### src/verilog/cpu_pkg.sv
package cpu_pkg;

    localparam int word_w  = 32;
    localparam int reg_w   = 4;
    localparam int op_w    = 5;
    localparam int cond_w  = 2;
    localparam int const_w = 19;

    typedef logic [word_w-1:0] word_t;
    typedef logic [reg_w-1:0]  reg_idx_t;
    typedef logic [op_w-1:0]   opcode_t;
    typedef logic [cond_w-1:0] cond_t;

    // instruction fields
    localparam int op_msb    = 31;
    localparam int op_lsb    = 27;
    localparam int ra_msb    = 26;
    localparam int ra_lsb    = 23;
    localparam int rb_msb    = 22;
    localparam int rb_lsb    = 19;
    localparam int cond_msb  = 20; // overlaps low bits of rb
    localparam int cond_lsb  = 19;
    localparam int const_msb = const_w - 1;

    // opcodes
    localparam opcode_t op_ldi = 5'b00001;
    localparam opcode_t op_br  = 5'b10011;
    localparam opcode_t op_jr  = 5'b10100;
    localparam opcode_t op_jal = 5'b10101;
    localparam opcode_t op_nop = 5'b11010;

    // branch conditions, tested against ra
    localparam cond_t cond_zr = 2'b00;
    localparam cond_t cond_nz = 2'b01;
    localparam cond_t cond_pl = 2'b10;
    localparam cond_t cond_mi = 2'b11;

    localparam reg_idx_t link_reg = 4'd15;

    // fetch is t0..t3, execute from t4
    typedef enum logic [2:0] {
        t0,
        t1,
        t2,
        t3,
        t4,
        t5,
        t6,
        t7
    } step_t;

endpackage
### src/verilog/control_unit.sv
`timescale 1ns/100ps

module control_unit import cpu_pkg::*; (
    input  logic    clk,
    input  logic    reset,
    input  opcode_t opcode,
    input  logic    con,
    output logic    mem_read,
    output logic    pc_out,
    output logic    zlow_out,
    output logic    mdr_out,
    output logic    c_out,
    output logic    r_out,
    output logic    ba_out,
    output logic    pc_in,
    output logic    ir_in,
    output logic    mar_in,
    output logic    mdr_in,
    output logic    y_in,
    output logic    z_in,
    output logic    r_in,
    output logic    con_in,
    output logic    gra,
    output logic    grb,
    output logic    link,
    output logic    inc_pc
);

    step_t step;
    step_t step_next;
    logic  done;    // last step of this instruction

    always_ff @(posedge clk) begin
        if (reset)
            step <= t0;
        else
            step <= step_next;
    end

    assign step_next = done ? t0 : step_t'(step + 3'd1);

    always_comb begin
        mem_read = 1'b0;
        pc_out   = 1'b0;
        zlow_out = 1'b0;
        mdr_out  = 1'b0;
        c_out    = 1'b0;
        r_out    = 1'b0;
        ba_out   = 1'b0;
        pc_in    = 1'b0;
        ir_in    = 1'b0;
        mar_in   = 1'b0;
        mdr_in   = 1'b0;
        y_in     = 1'b0;
        z_in     = 1'b0;
        r_in     = 1'b0;
        con_in   = 1'b0;
        gra      = 1'b0;
        grb      = 1'b0;
        link     = 1'b0;
        inc_pc   = 1'b0;
        done     = 1'b0;

        if (!reset) begin   // strobes stay low in reset
            case (step)
                t0: begin
                    pc_out = 1'b1;
                    mar_in = 1'b1;
                    inc_pc = 1'b1;
                    z_in   = 1'b1;      // z = pc + 1
                end
                t1: begin
                    zlow_out = 1'b1;
                    pc_in    = 1'b1;
                    mem_read = 1'b1;
                end
                t2: mdr_in = 1'b1;
                t3: begin
                    mdr_out = 1'b1;
                    ir_in   = 1'b1;
                    // nop and anything unknown stop here
                    done = !(opcode inside {op_ldi, op_br, op_jr, op_jal});
                end
                t4: begin
                    case (opcode)
                        op_ldi: begin
                            grb    = 1'b1;
                            ba_out = 1'b1;
                            y_in   = 1'b1;
                        end
                        op_br: begin
                            gra    = 1'b1;
                            r_out  = 1'b1;
                            con_in = 1'b1;
                        end
                        op_jr: begin
                            gra   = 1'b1;
                            r_out = 1'b1;
                            pc_in = 1'b1;
                            done  = 1'b1;
                        end
                        op_jal: begin
                            link   = 1'b1;
                            pc_out = 1'b1;
                            r_in   = 1'b1;  // r15 = return address
                        end
                        default: done = 1'b1;
                    endcase
                end
                t5: begin
                    case (opcode)
                        op_ldi: begin
                            c_out = 1'b1;
                            z_in  = 1'b1;
                        end
                        op_br: begin
                            pc_out = 1'b1;
                            y_in   = 1'b1;
                        end
                        op_jal: begin
                            gra   = 1'b1;
                            r_out = 1'b1;
                            pc_in = 1'b1;
                            done  = 1'b1;
                        end
                        default: done = 1'b1;
                    endcase
                end
                t6: begin
                    if (opcode == op_ldi) begin
                        zlow_out = 1'b1;
                        gra      = 1'b1;
                        r_in     = 1'b1;
                        done     = 1'b1;
                    end else begin
                        c_out = 1'b1;   // target = pc + c
                        z_in  = 1'b1;
                        done  = (opcode != op_br);
                    end
                end
                t7: begin
                    zlow_out = con;
                    pc_in    = con;     // taken only when con is set
                    done     = 1'b1;
                end
                default: done = 1'b1;
            endcase
        end
    end

endmodule

### config.mk
export PLATFORM = sky130hd
export DESIGN_NAME = control_unit
export DESIGN_NICKNAME = d
export VERILOG_FILES = /design/src/verilog/cpu_pkg.sv /design/src/verilog/control_unit.sv
export SDC_FILE = /design/constraint.sdc
export NUM_CORES = 1
export LEC_CHECK = 0
export BUFFER_PORTS_ARGS = -buffer_cell sky130_fd_sc_hd__buf_2
export CORE_AREA = 8 8 45 47
export DETAILED_ROUTE_END_ITERATION = 12
export DIE_AREA = 0 0 53 55
export PLACE_DENSITY = 0.81
export SYNTH_ARGS = -nofsm -noshare
export SYNTH_HDL_FRONTEND = slang
export SYNTH_SLANG_ARGS = --single-unit
### constraint.sdc
create_clock -name clk -period 1.5 [get_ports clk]
set_input_delay 0.15 -clock clk [delete_from_list [all_inputs] [get_ports clk]]
set_output_delay 0.15 -clock clk [all_outputs]
set_load 0.005 [all_outputs]
==> flow_summary.ini <==
[setup_path]
crit_chain = inv_4 > ha_4 > and2_4 > a222oi_1 > nor2_1 > buf_2
worstPathRequired_ns = 1.35
cp_slowest_stage_delay_ns = 0.37
worst_path_max_delay_cell = dfxtp_4
critPathKind = reg -> out
crit_buf_inv = 2
end_kind = output port
cp_top_family = flip-flops
crit_path_start_kind = flop
crit_arrival_ns = 1.42
cp_max_fo = 3

[sta]
fin_hold_ws_ns = 0.337
max_freq_mhz = 637
hold_violations = 0
worstMarginPinSlew_ns = 0.429
fin_crit_sh_pct = 105
finalSetupViolCount = 6
relSlewSlack_pct = 71.2
setup_ws_ns = -0.0691
totalNegativeSetupSlack_ns = -0.326
finalMaxSlewViolations = 0
skew_ns = 0.00697
period_needed_ns = 1.57
rsz0062_at_grt = true

[logic_synthesis]
seq_area_frac_synth_pct = 11.7
netlist_instances = 72
synth.cell_area_um2 = 512
synth_top_area_share_pct = 14.7
synthTopCellsByArea = ha_1 (15%), dfxtp_1 (12%), nor2_1 (6.6%)
synth_seq_cells = 3
yosysUniqueCellTypes = 32
yosysTopAreaCell = ha_1
synth_nets = 86
yosysWarnings = 0
syn_avg_cell_area_um2 = 7.11

[die]
std_cell_rows = 14
die_y_um = 55
dieArea_um2 = 2920
dieWidth_um = 53
fp.coreArea_um2 = 1380
ios = 27
start_util_pct = 37.0

[hold_path]
hold_class = in -> reg

[routing]
vias = 626
drc = 0
viasPerCell = 5.35
wl_per_cell_um = 13.5
drtPass1Iterations = 4
drtIter0Drc = 20
wl_um = 1580
ant_nets = 0

[cells_and_area]
final_area_um2 = 772
final_nets = 116
n_antenna_cell = 0
largest_registers = step: 3 flops
fin_cells = 117
drive_gt1_share_pct = 57.4
area_delta_synth_final_pct = 50.9
top_register = step
largest_reg_flops = 3
fin_util_pct = 55.8

[cts]
clockBufferDepth = 2
cts_hold_buf = 0
cts_buffers = 3
cts_tree = built
clk_pin_slew_ns = 0.04
htreeDepth = 1
clk_latency_ns = 0.23
cts.sinks = 3
clock-root-buffer = clkbuf_4

[power_and_ir_drop]
power.density_nw_per_um2 = 894
power_leakage_nw = 0.330
fin_total_pwr_uw = 690
ir_drop_mv = 0.638

[placed_design]
place_congestion = 0.832
place_area_um2 = 643
dp.cells = 112
hpwl_um = 1190
place_ws_ns = 0.00966
io_buffer_count = 26

[grt]
grt_pass1_wl_um = 2470
grt_max_degree = 11
grt_pass1_vias = 606
antenna_found_initial = 0
grt_remaining_overflow = 0
grtUsageTotal_pct = 10.9

[status]
violations = setup timing
status = finished, violations left

[flow_run]
cap_viol_max_count = 0
## worst reg2reg max path: stages (launching register included)
cell and delay [ns]:
dfxtp_4 0.37, buf_4 0.11, ha_2 0.22, inv_1 0.09, a211oi_1 0.39, nor3_1 0.10
## logic make-up (layout without fill, tap and decap cells)
logic type	count (synthesis)	count (layout)	synth area share [%]
DFF	3	3	11.7
and+or+nand+nor	35	35	38.9
AOI/OAI and AO/OA	17	17	21.5
buffers and inverters	11	40	13.2
adders and majority gates	6	6	14.7
## cells in the final DEF (no fill, tap or decap), types with 2 or more instances in the layout
master | netlist | final
ha_2 | 0 | 2
and2_4 | 0 | 2
a32oi_1 | 2 | 2
dfxtp_4 | 0 | 2
a21oi_1 | 6 | 5
inv_1 | 5 | 3
buf_4 | 3 | 5
buf_2 | 0 | 26
nor2_1 | 9 | 9
ha_4 | 0 | 3
nor4b_1 | 2 | 2
nand2_1 | 4 | 4
inv_4 | 0 | 2
o21ai_2 | 1 | 2
nor3_2 | 0 | 3
nor3_1 | 5 | 2
clkbuf_4 | 0 | 3
## per-layer routing
metal  vias up  part of all wire, %  track usage, %
met5         -                    0               0
met4         0                    0            5.17
met3         0                   11            2.41
met2        21                   56            22.5
met1       289                   34            9.52
li1        316                    -               -
## path summary, 6_finish.rpt
check,endpoint,cells past startpoint,start,slack (ns)
max,pc_in,6,step[1]$_SDFF_PP0_,-0.07
min,step[1]$_SDFF_PP0_,4,reset,0.34
max reg2reg,step[1]$_SDFF_PP0_,5,step[1]$_SDFF_PP0_,0.09
min reg2reg,step[0]$_SDFF_PP0_,1,step[0]$_SDFF_PP0_,0.48
## final cells by class
class / count / area [µm²]
flip-flops and latches: 3 / 68.8
clock buffers: 4 / 26.3
multi-input cells: 58 / 465
inverters: 5 / 23.8
well taps: 16 / 20.0
fillers: 125 / 612
repair buffers: 31 / 168
## synthesized netlist by cell type, drive strengths merged
| library cell | count |
|---|---|
| a211oi | 1 |
| a21oi | 6 |
| a222oi | 1 |
| a22oi | 2 |
| a32oi | 2 |
| and2 | 3 |
| buf | 5 |
| clkbuf | 1 |
| dfxtp | 3 |
| ha | 6 |
| inv | 5 |
| nand2 | 4 |
| nand2b | 1 |
| nand3 | 2 |
| nand3b | 1 |
| nand4 | 1 |
| nand4bb | 1 |
| nor2 | 10 |
| nor2b | 1 |
| nor3 | 5 |
| nor3b | 1 |
| nor4b | 2 |
| o21ai | 4 |
| o22ai | 1 |
| or2 | 2 |
| or3b | 1 |
## power breakdown
group	switching (mW)	total (mW)	internal, mW
clock network	0.0418	0.142	0.0997
registers	0.0450	0.155	0.110
logic	0.200	0.394	0.194
## repair_timing
item / CTS / global route
setup endpoints to repair: 14 / 12
pin swaps: 6 / 0
setup buffers: 1 / 0
cloned: 0 / 0
resized for setup: 21 / 6
Note: power is estimated with default switching activity, not from simulation.
