==> config.mk <==
export PLATFORM = sky130hd
export DESIGN_NAME = datapath
export DESIGN_NICKNAME = d
export VERILOG_FILES = /design/src/verilog/cpu_pkg.sv /design/src/verilog/datapath.sv /design/src/verilog/con_ff.sv /design/src/verilog/register_file.sv
export SDC_FILE = /design/constraint.sdc
export NUM_CORES = 1
export LEC_CHECK = 0
export BUFFER_PORTS_ARGS = -buffer_cell sky130_fd_sc_hd__buf_2
export CORE_MARGIN = 1
export CORE_UTILIZATION = 50
export CTS_CLUSTER_SIZE = 16
export DETAILED_ROUTE_END_ITERATION = 8
export PLACE_DENSITY = 0.71
export SLEW_MARGIN = 10
export SYNTH_ARGS = -nofsm -noshare
export SYNTH_HDL_FRONTEND = slang
export SYNTH_SLANG_ARGS = --single-unit
==> constraint.sdc <==
create_clock -name clk -period 9.08 [get_ports clk]
set_input_delay 2.27 -clock clk [delete_from_list [all_inputs] [get_ports clk]]
set_output_delay 2.27 -clock clk [all_outputs]
set_load 0.01 [all_outputs]
==> src/verilog/cpu_pkg.sv <==
package cpu_pkg;

    localparam int word_w  = 32;
    localparam int reg_w   = 4;
    localparam int op_w    = 5;
    localparam int cond_w  = 2;
    localparam int const_w = 19;

    typedef logic [word_w-1:0] word_t;
    typedef logic [reg_w-1:0]  reg_idx_t;
    typedef logic [op_w-1:0]   opcode_t;
    typedef logic [cond_w-1:0] cond_t;

    // instruction fields
    localparam int op_msb    = 31;
    localparam int op_lsb    = 27;
    localparam int ra_msb    = 26;
    localparam int ra_lsb    = 23;
    localparam int rb_msb    = 22;
    localparam int rb_lsb    = 19;
    localparam int cond_msb  = 20; // overlaps low bits of rb
    localparam int cond_lsb  = 19;
    localparam int const_msb = const_w - 1;

    // opcodes
    localparam opcode_t op_ldi = 5'b00001;
    localparam opcode_t op_br  = 5'b10011;
    localparam opcode_t op_jr  = 5'b10100;
    localparam opcode_t op_jal = 5'b10101;
    localparam opcode_t op_nop = 5'b11010;

    // branch conditions, tested against ra
    localparam cond_t cond_zr = 2'b00;
    localparam cond_t cond_nz = 2'b01;
    localparam cond_t cond_pl = 2'b10;
    localparam cond_t cond_mi = 2'b11;

    localparam reg_idx_t link_reg = 4'd15;

    // fetch is t0..t3, execute from t4
    typedef enum logic [2:0] {
        t0,
        t1,
        t2,
        t3,
        t4,
        t5,
        t6,
        t7
    } step_t;

endpackage
==> src/verilog/datapath.sv <==
`timescale 1ns/100ps

module datapath import cpu_pkg::*; #(
    parameter word_t reset_vector = '0
) (
    input  logic    clk,
    input  logic    reset,
    input  word_t   mem_rdata,
    // bus drivers
    input  logic    pc_out,
    input  logic    zlow_out,
    input  logic    mdr_out,
    input  logic    c_out,
    input  logic    r_out,
    input  logic    ba_out,
    // register loads
    input  logic    pc_in,
    input  logic    ir_in,
    input  logic    mar_in,
    input  logic    mdr_in,
    input  logic    y_in,
    input  logic    z_in,
    input  logic    r_in,
    input  logic    con_in,
    // selectors
    input  logic    gra,
    input  logic    grb,
    input  logic    link,
    input  logic    inc_pc,
    output word_t   mem_addr,
    output opcode_t opcode,
    output logic    con
);

    word_t pc;
    word_t ir;
    word_t mar;
    word_t mdr;
    word_t y;
    word_t z;
    word_t bus;
    word_t rdata;
    word_t c_sext;
    word_t sum;
    word_t ir_next;

    assign c_sext = {{(word_w-const_w){ir[const_msb]}}, ir[const_msb:0]};

    always_comb begin
        if (pc_out)
            bus = pc;
        else if (zlow_out)
            bus = z;
        else if (mdr_out)
            bus = mdr;
        else if (c_out)
            bus = c_sext;
        else if (r_out || ba_out)
            bus = rdata;
        else
            bus = '0;
    end

    // only add and increment are left of the alu
    assign sum = inc_pc ? bus + word_t'(1) : y + bus;

    always_ff @(posedge clk) begin
        if (reset)
            pc <= reset_vector;
        else if (pc_in)
            pc <= bus;
    end

    always_ff @(posedge clk) begin
        if (ir_in)
            ir <= bus;
        if (mar_in)
            mar <= bus;
        if (mdr_in)
            mdr <= mem_rdata;   // word arrives the cycle after the read strobe
        if (y_in)
            y <= bus;
        if (z_in)
            z <= sum;
    end

    // opcode looks at the word being latched at t3 so the
    // control unit can choose its next step in the same cycle
    assign ir_next = ir_in ? bus : ir;
    assign opcode  = ir_next[op_msb:op_lsb];

    assign mem_addr = mar;

    register_file u_register_file (
        .clk    (clk),
        .reset  (reset),
        .ir     (ir),
        .gra    (gra),
        .grb    (grb),
        .link   (link),
        .r_in   (r_in),
        .r_out  (r_out),
        .ba_out (ba_out),
        .bus_in (bus),
        .rdata  (rdata)
    );

    con_ff u_con_ff (
        .clk    (clk),
        .reset  (reset),
        .ir     (ir),
        .bus_in (bus),
        .con_in (con_in),
        .con    (con)
    );

endmodule

==> src/verilog/con_ff.sv <==
`timescale 1ns/100ps

module con_ff import cpu_pkg::*; (
    input  logic  clk,
    input  logic  reset,
    input  word_t ir,
    input  word_t bus_in,
    input  logic  con_in,
    output logic  con
);

    cond_t cond;
    logic  cond_true;

    assign cond = ir[cond_msb:cond_lsb];

    always_comb begin
        case (cond)
            cond_zr: cond_true = (bus_in == '0);
            cond_nz: cond_true = (bus_in != '0);
            cond_pl: cond_true = ~bus_in[word_w-1];
            cond_mi: cond_true = bus_in[word_w-1];
            default: cond_true = 1'b0;
        endcase
    end

    always_ff @(posedge clk) begin
        if (reset)
            con <= 1'b0;
        else if (con_in)
            con <= cond_true;
    end

endmodule

==> src/verilog/register_file.sv <==
`timescale 1ns/100ps

module register_file import cpu_pkg::*; (
    input  logic  clk,
    input  logic  reset,
    input  word_t ir,
    input  logic  gra,
    input  logic  grb,
    input  logic  link,
    input  logic  r_in,
    input  logic  r_out,
    input  logic  ba_out,
    input  word_t bus_in,
    output word_t rdata
);

    word_t    regs [2**reg_w];
    reg_idx_t sel;

    always_comb begin
        if (link)
            sel = link_reg;
        else if (gra)
            sel = ir[ra_msb:ra_lsb];
        else if (grb)
            sel = ir[rb_msb:rb_lsb];
        else
            sel = '0;
    end

    always_comb begin
        if (ba_out && sel == '0)
            rdata = '0;         // base address path, r0 is zero
        else if (r_out || ba_out)
            rdata = regs[sel];
        else
            rdata = '0;
    end

    always_ff @(posedge clk) begin
        if (reset) begin
            for (int i = 0; i < 2**reg_w; i++)
                regs[i] <= '0;
        end else if (r_in) begin
            regs[sel] <= bus_in;
        end
    end

endmodule

==> results.md <==
- Critical setup path kind: in2out
- Crit path depth: 10
- Clock slew at reported path FFs: 0.06 ns
- Post-route cell area: 0.0357 mm²
- CP most frequent cell: buf_2
- Final std cells w/o fill: 3,654
- Detailed Route Iter0 Violations: 3,724
- Cell Area, Synth: 0.0321 mm²
- Number of I/O pins: 90
- Sequential power share: 49.0%
- Crit. Startpoint: gra
- Average cell area after synthesis: 11.8 µm²
- Clock buffers created by TritonCTS: 71
- Crit-path max cell delay: 0.87 ns
- Post-route ant nets: 0
- Setup Buffers After CTS: 0
- Worst hold path type: reg2reg
- Top fanout value on the critical path: 51
- Core ar.: 0.0633 mm²
- Prevailing post-synth register cell: edfxtp_1
- CP Capture Point: opcode[0]
- Sw Ratio: 27.1%
- Status: completed
- Die Wd: 255 µm
- Yosys reg bits: 705
- Final Slew Violations: 0
- Post-layout min period: 8.34 ns
- Clk sinks: 705
- Sequential-to-total area share from yosys stat: 64.7%
- First-pass GRT wire length: 146,000 µm
- Initial Utilization: 50.7%
- P per Cell Area: 222 mW/mm²
- Syn-to-layout area delta: 11.0%
- CTS tree: done
- HPWL Detailed: 62,200 µm
- IO Port Bufs: 89
- Reg2reg start: ir[25]
- Initial antenna violation count: 3
- Total of fill cells in the finished design: 5,232
- WL final: 101,000 µm
- Largest net degree at the start of global routing: 88
- Mapped Cells: 2,719
- Clock power share: 36.8%
- Number of max-cap violations: 0
- Lkg Pwr: 13.4 nW
- CP Buf/Inv Count: 3
- Total GRT Usage: 30.1%
- Comb power frac: 14.2%
- Remaining Overflow, GRT: 0
- Critical Path Sink Type: output port
- Async SR Flop Fraction: 0%
- Leading cell types in the layout, fill and taps excluded: edfxtp_1 (667), nor2_1 (569), nand2_1 (272)
- Share of layout cells above drive strength 1: 13.0%
- H-tree Lvls: 3
- Residual DRC: 0
- Layout Nets: 2,837
- Crit path cell chain: buf_2 > and3b_1 > nor2_8 > nor3_4 > a32o_1 > nor4b_1 > o221ai_2 > inv_1 > mux2_2 > buf_2
- Row Count: 92
- CTS resizes: 0
- Hold_buf cts: 0
- Gpl congestion: 0.981
- Routed via count: 23,900
- Drt pass-1 iters: 6
- DP Area: 0.0334 mm²
- Clock Path Buffers: 3
- Peak VDD IR: 170 µV
- Syn_nets: 2,803
- Overall power: 7.90 mW
- Worst Path Arrival: 6.07 ns
- Clock Root Buffer: clkbuf_16
- Critical Path RT: 6.81 ns
- P_int: 5.76 mW
- Worst rel slew slack: 11.2%
- Setup tns final: 0 ns
- Worst Skew: 0.0271 ns
- DR vias/cell: 6.54
- Die H: 255 µm
- EDFF count, synth: 667
- Critical-path top delay cell: nor4b_1
- FF-to-FF End: z[31]
- Largest delay contributor family on the critical path: simple AND/OR/NAND/NOR gates
- R2R cell count: 19
- Max Clk Rate: 120 MHz
- WL/cell: 27.6 µm
- Final Util: 56.3%
- CP Launch Type: primary input
- Hold Vio Cnt, Final: 0
- Setup violators final: 0
- Leading cell type in the layout, fill and taps excluded: edfxtp_1
- Placed Cells: 3,526
- Clk_lat worst skew: 0.63 ns
- Area of the multi-input gates: 0.0101 mm²
- Post-route clock period utilization: 91.8%
- RSZ-0062 raised after global routing: no
- Synth cell types: 92
- Sequential cell area: 0.0208 mm²
- Least-Margin Pin Slew: 1.33 ns
- Net Switching: 2.14 mW
- ANT cells: 0
- Die Area: 0.0653 mm²
- Vias in the first global route: 22,800
- Reg2Reg Setup Slack: 2.83 ns
- Synth warn: 0
-- metrics by stage --
stage               hold slack (ns)  setup slack [ns]
floorplan                     0.451              2.11
global placement              0.453             0.918
detailed placement            0.465             0.912
CTS                           0.476             0.896
global route                  0.490             0.746
finish                        0.475             0.743
-- final cells by class --
cell class,count,share of cell area (%)
Clock buffer,102,5.72
Clock inverter,26,0.628
Inverter,46,0.484
Multi-Input combinational cell,1740,28.4
Sequential cell,705,58.3
Tap cell,846,2.97
Timing Repair Buffer,189,3.49
-- cells in the mapped netlist (31+ instances only) --
library cell	number	area [µm²]
inv_1	44	165
a31oi_1	33	206
dfxtp_1	38	761
edfxtp_1	667	20000
nand2_1	274	1030
nand3_1	34	170
a21oi_1	58	290
ha_1	31	388
nor2b_1	51	319
and3_1	69	432
buf_2	54	270
clkbuf_1	126	473
o21ai_0	44	220
nand4_1	34	213
nor2_1	569	2140
a211oi_1	80	601
mux2i_1	68	681
-- sequential cells by signal (all words and copies together) (netlist names) --
| name | count |
|---|---|
| ir | 32 |
| u_register_file.regs | 512 |
| y | 32 |
| mem_addr | 32 |
| z | 32 |
| mdr | 32 |
| u_con_ff.con | 1 |
| pc | 32 |
-- worst min path at each step --
| stage | startpoint | to | slack [ns] | cells past startpoint |
|---|---|---|---|---|
| 3_5_place_dp | pc[20] | pc[20] | 0.47 | 2 |
| 4_1_cts | pc[20] | pc[20] | 0.48 | 2 |
| 3_3_place_gp | ir[31] | ir[31] | 0.45 | 1 |
| 2_1_floorplan | pc[20] | pc[20] | 0.45 | 2 |
| 6_report | pc[20] | pc[20] | 0.48 | 2 |
| 5_1_grt | ir[31] | ir[31] | 0.49 | 1 |
-- power by group through the flow --
stage	Sequential, mW	Clock [mW]	Combinational, mW
after detailed placement	3.93	0	1.09
after global placement	3.93	0	1.07
after global routing	3.88	3.02	1.17
after floorplan	3.91	0	0.670
final	3.87	2.91	1.12
after CTS	3.87	2.91	1.09
-- logic make-up (layout without fill, tap and decap cells) --
family                   after synthesis  after routing  synth area share [%]
multiplexers                          81             81                  2.57
AO/OA/AOI/OAI                        473            473                  11.2
flip-flops                           705            705                  64.7
AND/OR/NAND/NOR                     1127           1127                  15.6
buffers and inverters                274            363                  3.95
adder cells (fa/ha/maj)               32             32                  1.27
XOR/XNOR                              27             27                 0.736
-- per-layer routing --
layer	wire length, µm	vias up	track usage, %
met1	36300	11600	39.7
met2	45900	1957	47.0
met4	4850	6	14.7
met3	13800	344	7.17
met5	46	-	0
li1	-	10000	-
-- worst min-delay path, cell delays in order, from the launching register on --
cell and delay, ns:
dfxtp_1 0.31, nand2b_1 0.06, a21oi_1 0.06
No activity file was read; power rests on OpenSTA's default activity.
